<file path="src/logic/isaPkg.sv">
`default_nettype none

package isaPkg;

	localparam int opcodeWidth = 6;
	localparam int functWidth = 6;

	// Primary opcodes
	localparam logic [opcodeWidth-1:0] OpR = 6'h00;
	localparam logic [opcodeWidth-1:0] OpJ = 6'h02;
	localparam logic [opcodeWidth-1:0] OpJal = 6'h03;
	localparam logic [opcodeWidth-1:0] OpBeq = 6'h04;
	localparam logic [opcodeWidth-1:0] OpBne = 6'h05;
	localparam logic [opcodeWidth-1:0] OpBle = 6'h06;
	localparam logic [opcodeWidth-1:0] OpBgt = 6'h07;
	localparam logic [opcodeWidth-1:0] OpAddi = 6'h08;
	localparam logic [opcodeWidth-1:0] OpAddiu = 6'h09;
	localparam logic [opcodeWidth-1:0] OpSlti = 6'h0a;
	localparam logic [opcodeWidth-1:0] OpLw = 6'h23;
	localparam logic [opcodeWidth-1:0] OpSw = 6'h2b;

	// Function field of R-type words
	localparam logic [functWidth-1:0] FnJr = 6'h08;
	localparam logic [functWidth-1:0] FnBreak = 6'h0d;
	localparam logic [functWidth-1:0] FnAdd = 6'h20;
	localparam logic [functWidth-1:0] FnSub = 6'h22;
	localparam logic [functWidth-1:0] FnAnd = 6'h24;
	localparam logic [functWidth-1:0] FnSlt = 6'h2a;

	typedef enum logic [3:0] {
		ClassAluReg,
		ClassAluImm,
		ClassSetLess,
		ClassBranch,
		ClassJump,
		ClassJumpReg,
		ClassJumpLink,
		ClassLoad,
		ClassStore,
		ClassHalt,
		ClassInvalid
	} instrClass_t;

	typedef enum logic [1:0] {BranchEq, BranchNe, BranchLe, BranchGt} branchKind_t;

	// Encodings as seen by the ALU
	typedef enum logic [2:0] {
		AluPass = 3'b000,
		AluAdd = 3'b001,
		AluSub = 3'b010,
		AluAnd = 3'b011,
		AluCompare = 3'b111
	} aluOp_t;

	typedef struct packed {
		instrClass_t instrClass;
		branchKind_t branchKind;
		aluOp_t aluOp;
		logic trapsOnOverflow;
		logic immediate;
		logic signExtend;
	} decodedInstr_t;

endpackage

`default_nettype wire

</file>
<file path="src/logic/controlPkg.sv">
`default_nettype none

package controlPkg;

	typedef enum logic [3:0] {
		PhaseFetch,
		PhaseFetchLatch,
		PhaseDecode,
		PhaseExecute,
		PhaseFlagWait,
		PhaseResolve,
		PhaseMemAccess,
		PhaseMemLatch,
		PhaseWriteback,
		PhaseLink,
		PhaseTrapSave,
		PhaseTrapFetch,
		PhaseTrapJump,
		PhaseHalt
	} phase_t;

	// Memory address mux
	typedef enum logic [1:0] {
		AddrPc,
		AddrAluOut,
		AddrOverflowVector,
		AddrInvalidVector
	} addrSel_t;

	typedef enum logic [1:0] {
		SrcAPc = 2'b00,
		SrcAMdr = 2'b01,
		SrcARegA = 2'b10
	} aluSrcA_t;

	typedef enum logic [2:0] {
		SrcBRegB = 3'b000,
		SrcBOne = 3'b001,
		SrcBFour = 3'b010,
		SrcBBranchOffset = 3'b011,
		SrcBImmediate = 3'b100
	} aluSrcB_t;

	typedef enum logic [1:0] {
		PcJumpTarget = 2'b00,
		PcAluResult = 2'b01,
		PcBranchTarget = 2'b11
	} pcSource_t;

	typedef enum logic [1:0] {
		DstRt = 2'b00,
		DstRd = 2'b01,
		DstReturnReg = 2'b11
	} regDst_t;

	// Less and notLess write constant one and zero
	typedef enum logic [2:0] {
		ToRegAluOut,
		ToRegMdr,
		ToRegReturnAddr,
		ToRegLess,
		ToRegNotLess
	} memToReg_t;

	typedef struct packed {
		addrSel_t memAddrSel;
		aluSrcA_t aluSrcA;
		aluSrcB_t aluSrcB;
		isaPkg::aluOp_t aluOp;
		pcSource_t pcSource;
		logic aluOrMem;
		regDst_t regDst;
		memToReg_t memToReg;
		logic signExtend;
		logic irWrite;
		logic pcWrite;
		logic regWrite;
		logic aWrite;
		logic bWrite;
		logic aluOutWrite;
		logic mdrWrite;
		logic epcWrite;
		logic writeData;
	} controlWord_t;

	typedef struct packed {
		logic cyc;
		logic stb;
		logic we;
	} wbReq_t;

	localparam controlWord_t ControlIdle = '0;

endpackage

`default_nettype wire

</file>
<file path="src/logic/instructionDecoder.sv">
`timescale 1ns/10ps
`default_nettype none

module instructionDecoder
	import isaPkg::*;
(
	input logic clock,
	input logic reset,
	input logic capture,
	input logic [opcodeWidth-1:0] opcode,
	input logic [functWidth-1:0] funct,
	output decodedInstr_t decoded
);

	decodedInstr_t current;
	decodedInstr_t held;

	always_comb begin
		current = '0;
		current.instrClass = ClassInvalid;
		current.aluOp = AluAdd;
		case (opcode)
			OpR: begin
				case (funct)
					FnAdd: begin
						current.instrClass = ClassAluReg;
						current.trapsOnOverflow = 1'b1;
					end
					FnSub: begin
						current.instrClass = ClassAluReg;
						current.aluOp = AluSub;
						current.trapsOnOverflow = 1'b1;
					end
					FnAnd: begin
						current.instrClass = ClassAluReg;
						current.aluOp = AluAnd;
					end
					FnSlt: begin
						current.instrClass = ClassSetLess;
						current.aluOp = AluCompare;
					end
					FnJr: begin
						current.instrClass = ClassJumpReg;
						current.aluOp = AluPass;
					end
					FnBreak: current.instrClass = ClassHalt;
					default: current.instrClass = ClassInvalid;
				endcase
			end
			OpAddi: begin
				current.instrClass = ClassAluImm;
				current.trapsOnOverflow = 1'b1;
			end
			OpAddiu: current.instrClass = ClassAluImm;
			OpSlti: begin
				current.instrClass = ClassSetLess;
				current.aluOp = AluCompare;
			end
			OpBeq: begin
				current.instrClass = ClassBranch;
				current.aluOp = AluSub;
				current.branchKind = BranchEq;
			end
			OpBne: begin
				current.instrClass = ClassBranch;
				current.aluOp = AluSub;
				current.branchKind = BranchNe;
			end
			OpBle: begin
				current.instrClass = ClassBranch;
				current.aluOp = AluCompare;
				current.branchKind = BranchLe;
			end
			OpBgt: begin
				current.instrClass = ClassBranch;
				current.aluOp = AluCompare;
				current.branchKind = BranchGt;
			end
			OpJ: current.instrClass = ClassJump;
			OpJal: current.instrClass = ClassJumpLink;
			OpLw: current.instrClass = ClassLoad;
			OpSw: current.instrClass = ClassStore;
			default: current.instrClass = ClassInvalid;
		endcase
		// I-type words take rt and the sign-extended immediate
		current.immediate = (opcode != OpR) &&
			(current.instrClass inside {ClassAluImm, ClassSetLess, ClassLoad, ClassStore});
		current.signExtend = current.immediate;
	end

	always_ff @(posedge clock) begin
		if (reset) begin
			held <= '0;
		end else if (capture) begin
			held <= current;
		end
	end

	// The decode cycle sees the fresh result, later cycles the held one
	assign decoded = capture ? current : held;

endmodule

`default_nettype wire

</file>
<file path="src/logic/controlSequencer.sv">
`timescale 1ns/10ps
`default_nettype none

module controlSequencer
	import isaPkg::*, controlPkg::*;
#(
	parameter int aluSettleCycles = 2
) (
	input logic clock,
	input logic reset,
	input decodedInstr_t decoded,
	input logic zero,
	input logic overflow,
	input logic greater,
	input logic less,
	input logic wbAck,
	output wbReq_t wbReq,
	output logic capture,
	output phase_t nextPhase,
	output logic conditionMet
);

	localparam int countWidth = $clog2(aluSettleCycles + 1);

	phase_t phase;
	logic [countWidth-1:0] waitCount;
	logic waitDone;
	logic ackSeen;
	logic trapNow;
	logic branchTaken;
	wbReq_t nextReq;

	// Ack only counts while a request is out
	assign ackSeen = wbAck && wbReq.stb;
	assign waitDone = (waitCount == countWidth'(aluSettleCycles - 1));
	assign trapNow = decoded.trapsOnOverflow && overflow;

	always_comb begin
		case (decoded.branchKind)
			BranchEq: branchTaken = zero;
			BranchNe: branchTaken = !zero;
			BranchLe: branchTaken = !greater;
			default: branchTaken = greater;
		endcase
	end

	always_comb begin
		nextPhase = phase;
		case (phase)
			PhaseFetch: if (ackSeen) nextPhase = PhaseFetchLatch;
			PhaseFetchLatch: nextPhase = PhaseDecode;
			PhaseDecode: begin
				case (decoded.instrClass)
					ClassJumpLink: nextPhase = PhaseLink;
					ClassHalt: nextPhase = PhaseHalt;
					ClassInvalid: nextPhase = PhaseTrapSave;
					default: nextPhase = PhaseExecute;
				endcase
			end
			PhaseExecute: begin
				case (decoded.instrClass)
					ClassAluReg, ClassAluImm: begin
						nextPhase = trapNow ? PhaseTrapSave : PhaseWriteback;
					end
					ClassSetLess: nextPhase = PhaseWriteback;
					ClassBranch: nextPhase = PhaseFlagWait;
					ClassLoad, ClassStore: nextPhase = PhaseMemAccess;
					default: nextPhase = PhaseFetch;
				endcase
			end
			PhaseFlagWait: if (waitDone) nextPhase = PhaseResolve;
			PhaseResolve: nextPhase = PhaseFetch;
			PhaseMemAccess: begin
				if (ackSeen) begin
					nextPhase = (decoded.instrClass == ClassStore) ? PhaseFetch : PhaseMemLatch;
				end
			end
			PhaseMemLatch: nextPhase = PhaseWriteback;
			PhaseWriteback: nextPhase = PhaseFetch;
			PhaseLink: nextPhase = PhaseExecute;
			PhaseTrapSave: nextPhase = PhaseTrapFetch;
			PhaseTrapFetch: if (ackSeen) nextPhase = PhaseTrapJump;
			PhaseTrapJump: nextPhase = PhaseFetch;
			PhaseHalt: nextPhase = PhaseHalt;
			default: nextPhase = PhaseFetch;
		endcase
	end

	// Request follows the phase being entered
	always_comb begin
		nextReq = '0;
		if (nextPhase inside {PhaseFetch, PhaseMemAccess, PhaseTrapFetch}) begin
			nextReq.cyc = 1'b1;
			nextReq.stb = 1'b1;
		end
		nextReq.we = (nextPhase == PhaseMemAccess) && (decoded.instrClass == ClassStore);
	end

	always_ff @(posedge clock) begin
		if (reset) begin
			phase <= PhaseFetch;
			waitCount <= '0;
			wbReq <= '0;
			capture <= 1'b0;
			conditionMet <= 1'b0;
		end else begin
			phase <= nextPhase;
			wbReq <= nextReq;
			capture <= (nextPhase == PhaseDecode);
			if (phase == PhaseFlagWait && !waitDone) begin
				waitCount <= waitCount + 1'b1;
			end else begin
				waitCount <= '0;
			end
			// Branch flags are trusted only after the settle wait
			if (phase == PhaseFlagWait && waitDone) begin
				conditionMet <= branchTaken;
			end else if (phase == PhaseExecute && decoded.instrClass == ClassSetLess) begin
				conditionMet <= less;
			end
		end
	end

endmodule

`default_nettype wire

</file>
<file path="src/logic/controlWordGen.sv">
`timescale 1ns/10ps
`default_nettype none

module controlWordGen
	import isaPkg::*, controlPkg::*;
(
	input logic clock,
	input logic reset,
	input phase_t nextPhase,
	input decodedInstr_t decoded,
	input logic conditionMet,
	output controlWord_t control
);

	controlWord_t nextWord;
	controlWord_t wordReg;
	logic resolveActive;
	logic setLessActive;
	addrSel_t trapVector;

	assign trapVector = (decoded.instrClass == ClassInvalid) ? AddrInvalidVector
		: AddrOverflowVector;

	always_comb begin
		nextWord = ControlIdle;
		// Register operands by default, phases below override
		nextWord.aluSrcA = SrcARegA;
		nextWord.aluSrcB = decoded.immediate ? SrcBImmediate : SrcBRegB;
		nextWord.aluOp = decoded.aluOp;
		nextWord.signExtend = decoded.signExtend;
		case (nextPhase)
			PhaseFetch, PhaseFetchLatch: begin
				nextWord.memAddrSel = AddrPc;
				nextWord.aluSrcA = SrcAPc;
				nextWord.aluSrcB = SrcBFour;
				nextWord.aluOp = AluAdd;
				nextWord.pcSource = PcAluResult;
				nextWord.irWrite = (nextPhase == PhaseFetchLatch);
				nextWord.pcWrite = (nextPhase == PhaseFetchLatch);
			end
			PhaseDecode: begin
				// Branch target is computed ahead of the decision
				nextWord.aluSrcA = SrcAPc;
				nextWord.aluSrcB = SrcBBranchOffset;
				nextWord.aluOp = AluAdd;
				nextWord.signExtend = 1'b1;
				nextWord.aWrite = 1'b1;
				nextWord.bWrite = 1'b1;
				nextWord.aluOutWrite = 1'b1;
			end
			PhaseExecute: begin
				case (decoded.instrClass)
					ClassJump, ClassJumpLink: begin
						nextWord.pcSource = PcJumpTarget;
						nextWord.pcWrite = 1'b1;
					end
					ClassJumpReg: begin
						nextWord.pcSource = PcAluResult;
						nextWord.pcWrite = 1'b1;
					end
					ClassBranch: nextWord.aluOutWrite = 1'b0;
					default: nextWord.aluOutWrite = 1'b1;
				endcase
			end
			PhaseResolve: begin
				nextWord.pcSource = PcBranchTarget;
				nextWord.pcWrite = 1'b1;
			end
			PhaseMemAccess: begin
				nextWord.memAddrSel = AddrAluOut;
				nextWord.writeData = (decoded.instrClass == ClassStore);
			end
			PhaseMemLatch: begin
				nextWord.memAddrSel = AddrAluOut;
				nextWord.mdrWrite = 1'b1;
			end
			PhaseWriteback: begin
				nextWord.regDst = decoded.immediate ? DstRt : DstRd;
				nextWord.memToReg = (decoded.instrClass == ClassLoad) ? ToRegMdr : ToRegAluOut;
				nextWord.regWrite = 1'b1;
			end
			PhaseLink: begin
				nextWord.regDst = DstReturnReg;
				nextWord.memToReg = ToRegReturnAddr;
				nextWord.regWrite = 1'b1;
			end
			PhaseTrapSave: begin
				// PC was already advanced, so step back one word
				nextWord.aluSrcA = SrcAPc;
				nextWord.aluSrcB = SrcBFour;
				nextWord.aluOp = AluSub;
				nextWord.epcWrite = 1'b1;
			end
			PhaseTrapFetch: nextWord.memAddrSel = trapVector;
			PhaseTrapJump: begin
				nextWord.memAddrSel = trapVector;
				nextWord.aluOrMem = 1'b1;
				nextWord.mdrWrite = 1'b1;
				nextWord.pcWrite = 1'b1;
			end
			default: nextWord = ControlIdle;
		endcase
	end

	always_ff @(posedge clock) begin
		if (reset) begin
			wordReg <= ControlIdle;
			resolveActive <= 1'b0;
			setLessActive <= 1'b0;
		end else begin
			wordReg <= nextWord;
			resolveActive <= (nextPhase == PhaseResolve);
			setLessActive <= (nextPhase == PhaseWriteback) &&
				(decoded.instrClass == ClassSetLess);
		end
	end

	// conditionMet lands on the same edge as the word, so qualify after the register
	always_comb begin
		control = wordReg;
		if (resolveActive) begin
			control.pcWrite = conditionMet;
		end
		if (setLessActive) begin
			control.memToReg = conditionMet ? ToRegLess : ToRegNotLess;
		end
	end

endmodule

`default_nettype wire

</file>
<file path="src/logic/controlTop.sv">
`timescale 1ns/10ps
`default_nettype none

module controlTop
	import isaPkg::*, controlPkg::*;
#(
	parameter int aluSettleCycles = 2
) (
	input logic clock,
	input logic reset,
	input logic [opcodeWidth-1:0] opcode,
	input logic [functWidth-1:0] funct,
	input logic zero,
	input logic overflow,
	input logic greater,
	input logic less,
	input logic wbAck,
	output wbReq_t wbReq,
	output controlWord_t control
);

	decodedInstr_t decoded;
	logic capture;
	phase_t nextPhase;
	logic conditionMet;

	instructionDecoder u_decoder (
		.clock(clock),
		.reset(reset),
		.capture(capture),
		.opcode(opcode),
		.funct(funct),
		.decoded(decoded)
	);

	controlSequencer #(
		.aluSettleCycles(aluSettleCycles)
	) u_sequencer (
		.clock(clock),
		.reset(reset),
		.decoded(decoded),
		.zero(zero),
		.overflow(overflow),
		.greater(greater),
		.less(less),
		.wbAck(wbAck),
		.wbReq(wbReq),
		.capture(capture),
		.nextPhase(nextPhase),
		.conditionMet(conditionMet)
	);

	controlWordGen u_wordGen (
		.clock(clock),
		.reset(reset),
		.nextPhase(nextPhase),
		.decoded(decoded),
		.conditionMet(conditionMet),
		.control(control)
	);

endmodule

`default_nettype wire

</file>
<file path="config.mk">
export PLATFORM = sky130hd
export DESIGN_NAME = controlTop
export DESIGN_NICKNAME = d
export VERILOG_FILES = /design/src/logic/isaPkg.sv /design/src/logic/controlPkg.sv /design/src/logic/instructionDecoder.sv /design/src/logic/controlSequencer.sv /design/src/logic/controlWordGen.sv /design/src/logic/controlTop.sv
export SDC_FILE = /design/constraint.sdc
export NUM_CORES = 1
export LEC_CHECK = 0
export BUFFER_PORTS_ARGS = -buffer_cell sky130_fd_sc_hd__buf_2
export CORE_AREA = 5 5 76 78
export CTS_CLUSTER_DIAMETER = 30
export DETAILED_ROUTE_END_ITERATION = 10
export DIE_AREA = 0 0 81 83
export PLACE_DENSITY = 0.82
export SLEW_MARGIN = 30
export SYNTH_ARGS = -nofsm -noshare
export SYNTH_HDL_FRONTEND = slang
export SYNTH_HIERARCHICAL = 1
export SYNTH_SLANG_ARGS = --single-unit
</file>
<file path="constraint.sdc">
create_clock -name clock -period 9.7 [get_ports clock]
set_clock_uncertainty 0.2 [all_clocks]
set_input_delay 0.97 -clock clock [delete_from_list [all_inputs] [get_ports clock]]
set_output_delay 0.97 -clock clock [all_outputs]
set_load 0.005 [all_outputs]
</file>
==> results by group <==
Timing
  – Fmax: around 200 MHz
  – Final setup viols: 0
  – Hold_ws: roughly 0.22 ns
  – RSZ-0062 raised after global routing: false
  – Fin Setup TNS: 0 ns
  – Final Slew Violations: 0
  – Period utilisation layout: slightly above 50%
  – Slew @ Worst Pin: between 0.8 and 0.9 ns
  – Final hold vios: 0
  – Worst slew margin: roughly two fifths
  – Fin crit period: roughly 5.0 ns

Clock network
  – H-tree depth: 2
  – Clk buf depth: 2
  – Post-CTS Resized: 0
  – CTS Root Cell: clkbuf_8
  – TritonCTS Sinks: 46
  – Setup Buffers After CTS: 0
  – CTS tree: built
  – Worst-skew pair later-pin latency: 0.30 ns
  – Clk slew on worst S/H paths: about 0.08 ns
  – Total CTS buffers: 5
  – Cts hold-fix bufs: 0

Power
  – Static Leak: between 0.001 and 0.0015 uW
  – Maximum VDD drop: around 82 uV
  – PD cells: between 150 and 200 nW/um^2

Logic synthesis
  – Post-synth top area cell: dfxtp_1
  – Top-area cell type share of the netlist area: a little under a third
  – Largest family of logic cells by synthesized area: simple AND/OR/NAND/NOR gates
  – Mapped Area: 2890 um^2
  – Mux cell area share after synthesis: between 2 and 3%
  – Yosys warning count: 6
  – Yosys reg bits: 46
  – Post-synthesis sequential area ratio: roughly a third
  – Netlist cell types: 67
  – Post-Synth Adder-Cell Area: 0.433%
  – Post-synth EDFFs: 0
  – Simple-gate portion of the synthesized area: 32.6%
  – Synth Area in XOR/XNOR: under 10%
  – Syn nets: roughly 380
  – Share of synthesized registers carrying an async set or reset: 0%
  – Avg Inst Size Synth: 8.11 um^2
  – Top FF cell, synth: dfxtp_1
  – Synthesized instance count: 356
  – Compound-gate portion of the synthesized area: 17.9%
  – Synth top area cells: dfxtp_1 32%, buf_4 6.5%, nor2_1 5.2%, nor2b_1 3.9%, a21oi_1 3.3%

Critical path
  – Slowest stage cell on the critical path: a21oi_1
  – CP delay by family, top: simple AND/OR/NAND/NOR gates
  – Kind of critical path: primary input to flop
  – CP bufs+invs: 1
  – Critical Path Fanout Max: 22
  – Startpoint Class: primary input
  – CP max stage delay: ~0.75 ns
  – Critical Path RT: slightly below 10 ns
  – Crit-path cells: buf_2 > nor3b_1 > o311ai_0 > a221oi_1 > a21oi_1 > nor4b_4 > nor2_1 > o2111ai_1 > nand4_1 > nor3b_1 > nand3_1 > nor3b_1
  – CP Capture Type: flop
  – Most frequent cell on the critical path: nor3b_1
  – CP arrival: ~5.0 ns

Floorplanning
  – Io pins: 50
  – Starting Density: a little under 60%
  – Die area: about 6700 um^2
  – Core region area: ~5000 um^2
  – Die Height: a little over 80 um
  – Row cnt: 26
  – Die X: between 80 and 90 um

Drt
  – Routed WL: 6020 um
  – Detail Route Antenna Nets: 0
  – Vias/cell: 5.64
  – Drt wl/cell: around 14 um
  – DR iter-0 viols: around 170
  – DR vias: between 2,000 and 2,500
  – First-pass DRT Iterations: 5
  – DRC viols: 0

Status
  – Status: complete, no violations

Global route
  – Initial antenna violation count: 0
  – First-pass GRT wire length: about 9900 um
  – Global-route usage over all layers: a little under a fifth
  – GRT overflow: 0
  – Vias in the first global route: approximately 2,100
  – Pin count of the biggest net entering global routing: 39

Final layout
  – Ratio of cells with drive above 1 in the final layout: about a fifth
  – Fillers: between 400 and 500
  – Final Net Count: about 390
  – Seq. cell area: between 900 and 1000 um^2
  – Final cell count without fillers: between 400 and 500
  – Syn-to-layout area delta: 3.77%
  – Final Util: between 50% and 60%
  – Multi-input combinational cell area: around 1600 um^2
  – # diodes: 0

Placement
  – Placed cell count: around 430
  – Routability cong.: 0.948
  – DPL Wire Length: approximately 4400 um
  – PortBufs: 48

Worst hold path
  – Worst min path class: flop to flop

Flow run
  – Max cap viols: 0
-- kinds of logic (layout without fill, tap and decap cells) --
group,after synthesis,in the layout
adders and majority gates,1,1
DFF,46,46
AOI/OAI and AO/OA,72,72
buffers and inverters,63,73
and+or+nand+nor,160,160
xor gates and xnor gates,6,6
muxes,7,7
other,1,1
-- Yosys cell counts, types with 4 or more instances --
| master | n |
|---|---|
| nor2b_1 | 18 |
| mux2_2 | 4 |
| or3_1 | 4 |
| nand4b_1 | 4 |
| nand2_1 | 20 |
| buf_2 | 9 |
| nand3_1 | 9 |
| nand4_1 | 4 |
| inv_1 | 18 |
| clkbuf_1 | 5 |
| and2_1 | 5 |
| buf_4 | 25 |
| nor2_1 | 40 |
| dfxtp_1 | 46 |
| o21ai_0 | 13 |
| a31oi_1 | 6 |
| a21oi_1 | 19 |
| nand2b_1 | 11 |
| nor3b_1 | 10 |
| nor4b_1 | 6 |
| and3_1 | 5 |
-- cells in the final DEF (no fill, tap or decap), drive strengths merged, types with 7 or more instances in the layout --
| cell | instances |
|---|---|
| dfxtp | 46 |
| nand3 | 9 |
| nand2b | 11 |
| nor4b | 7 |
| nor2 | 40 |
| nor3b | 11 |
| buf | 48 |
| a21oi | 19 |
| inv | 18 |
| nor2b | 18 |
| nand2 | 20 |
| o21ai | 13 |
-- cell type report --
| class | count | share of cell area, % |
|---|---|---|
| clock buffer | 5 | 2.30 |
| clock inverter | 2 | 0.334 |
| inverter | 18 | 2.26 |
| sequential | 46 | 30.7 |
| multi-input combinational | 247 | 53.4 |
| timing repair buffer | 48 | 8.02 |
| tap | 70 | 2.92 |
-- worst paths after layout --
kind	slack [ns]	start	end	cells after the start
max	4.68	funct[3]	u_wordGen/control[0]$_SDFF_PP0_	12
min	0.22	u_sequencer/waitCount[0]$_SDFF_PP0_	u_sequencer/waitCount[0]$_SDFF_PP0_	1
max reg2reg	5.27	u_sequencer/capture$_SDFF_PP0_	u_wordGen/control[0]$_SDFF_PP0_	10
min reg2reg	0.22	u_sequencer/waitCount[0]$_SDFF_PP0_	u_sequencer/waitCount[0]$_SDFF_PP0_	1
-- flip-flops by register name (all words and copies together), names as in the netlist, 2 cells and up --
signal,count
u_decoder/held,12
u_sequencer/phase,4
u_sequencer/waitCount,2
u_sequencer/wbReq,2
u_wordGen/control,19
u_wordGen/wordReg,3
-- report_power, final --
group	leakage [uW]	switching (uW)	internal (uW)
combinational	0.000757	95.4	63.1
sequential	0.000373	15.8	207
clock	0.0000438	57.3	48.3
-- routing by layer --
layer | track usage (%) | vias up | part of all wire (%)
li1 | - | 1247 | -
met1 | 25.5 | 1112 | 48
met2 | 26.5 | 92 | 44
met3 | 4.33 | 10 | 6.4
met4 | 7.07 | 0 | 1.6
met5 | 0 | - | 0
-- per-stage QoR --
stage / setup WS, ns / power [uW] / area, um^2
6_report: 4.68 / 487 / 3000
5_1_grt: 4.19 / 521 / 3000
4_1_cts: 4.73 / 489 / 3000
3_5_place_dp: 4.43 / 383 / 2920
3_3_place_gp: 4.56 / 379 / 2920
2_1_floorplan: 5.22 / 361 / 2890
Power figures use the tool's default switching activity.
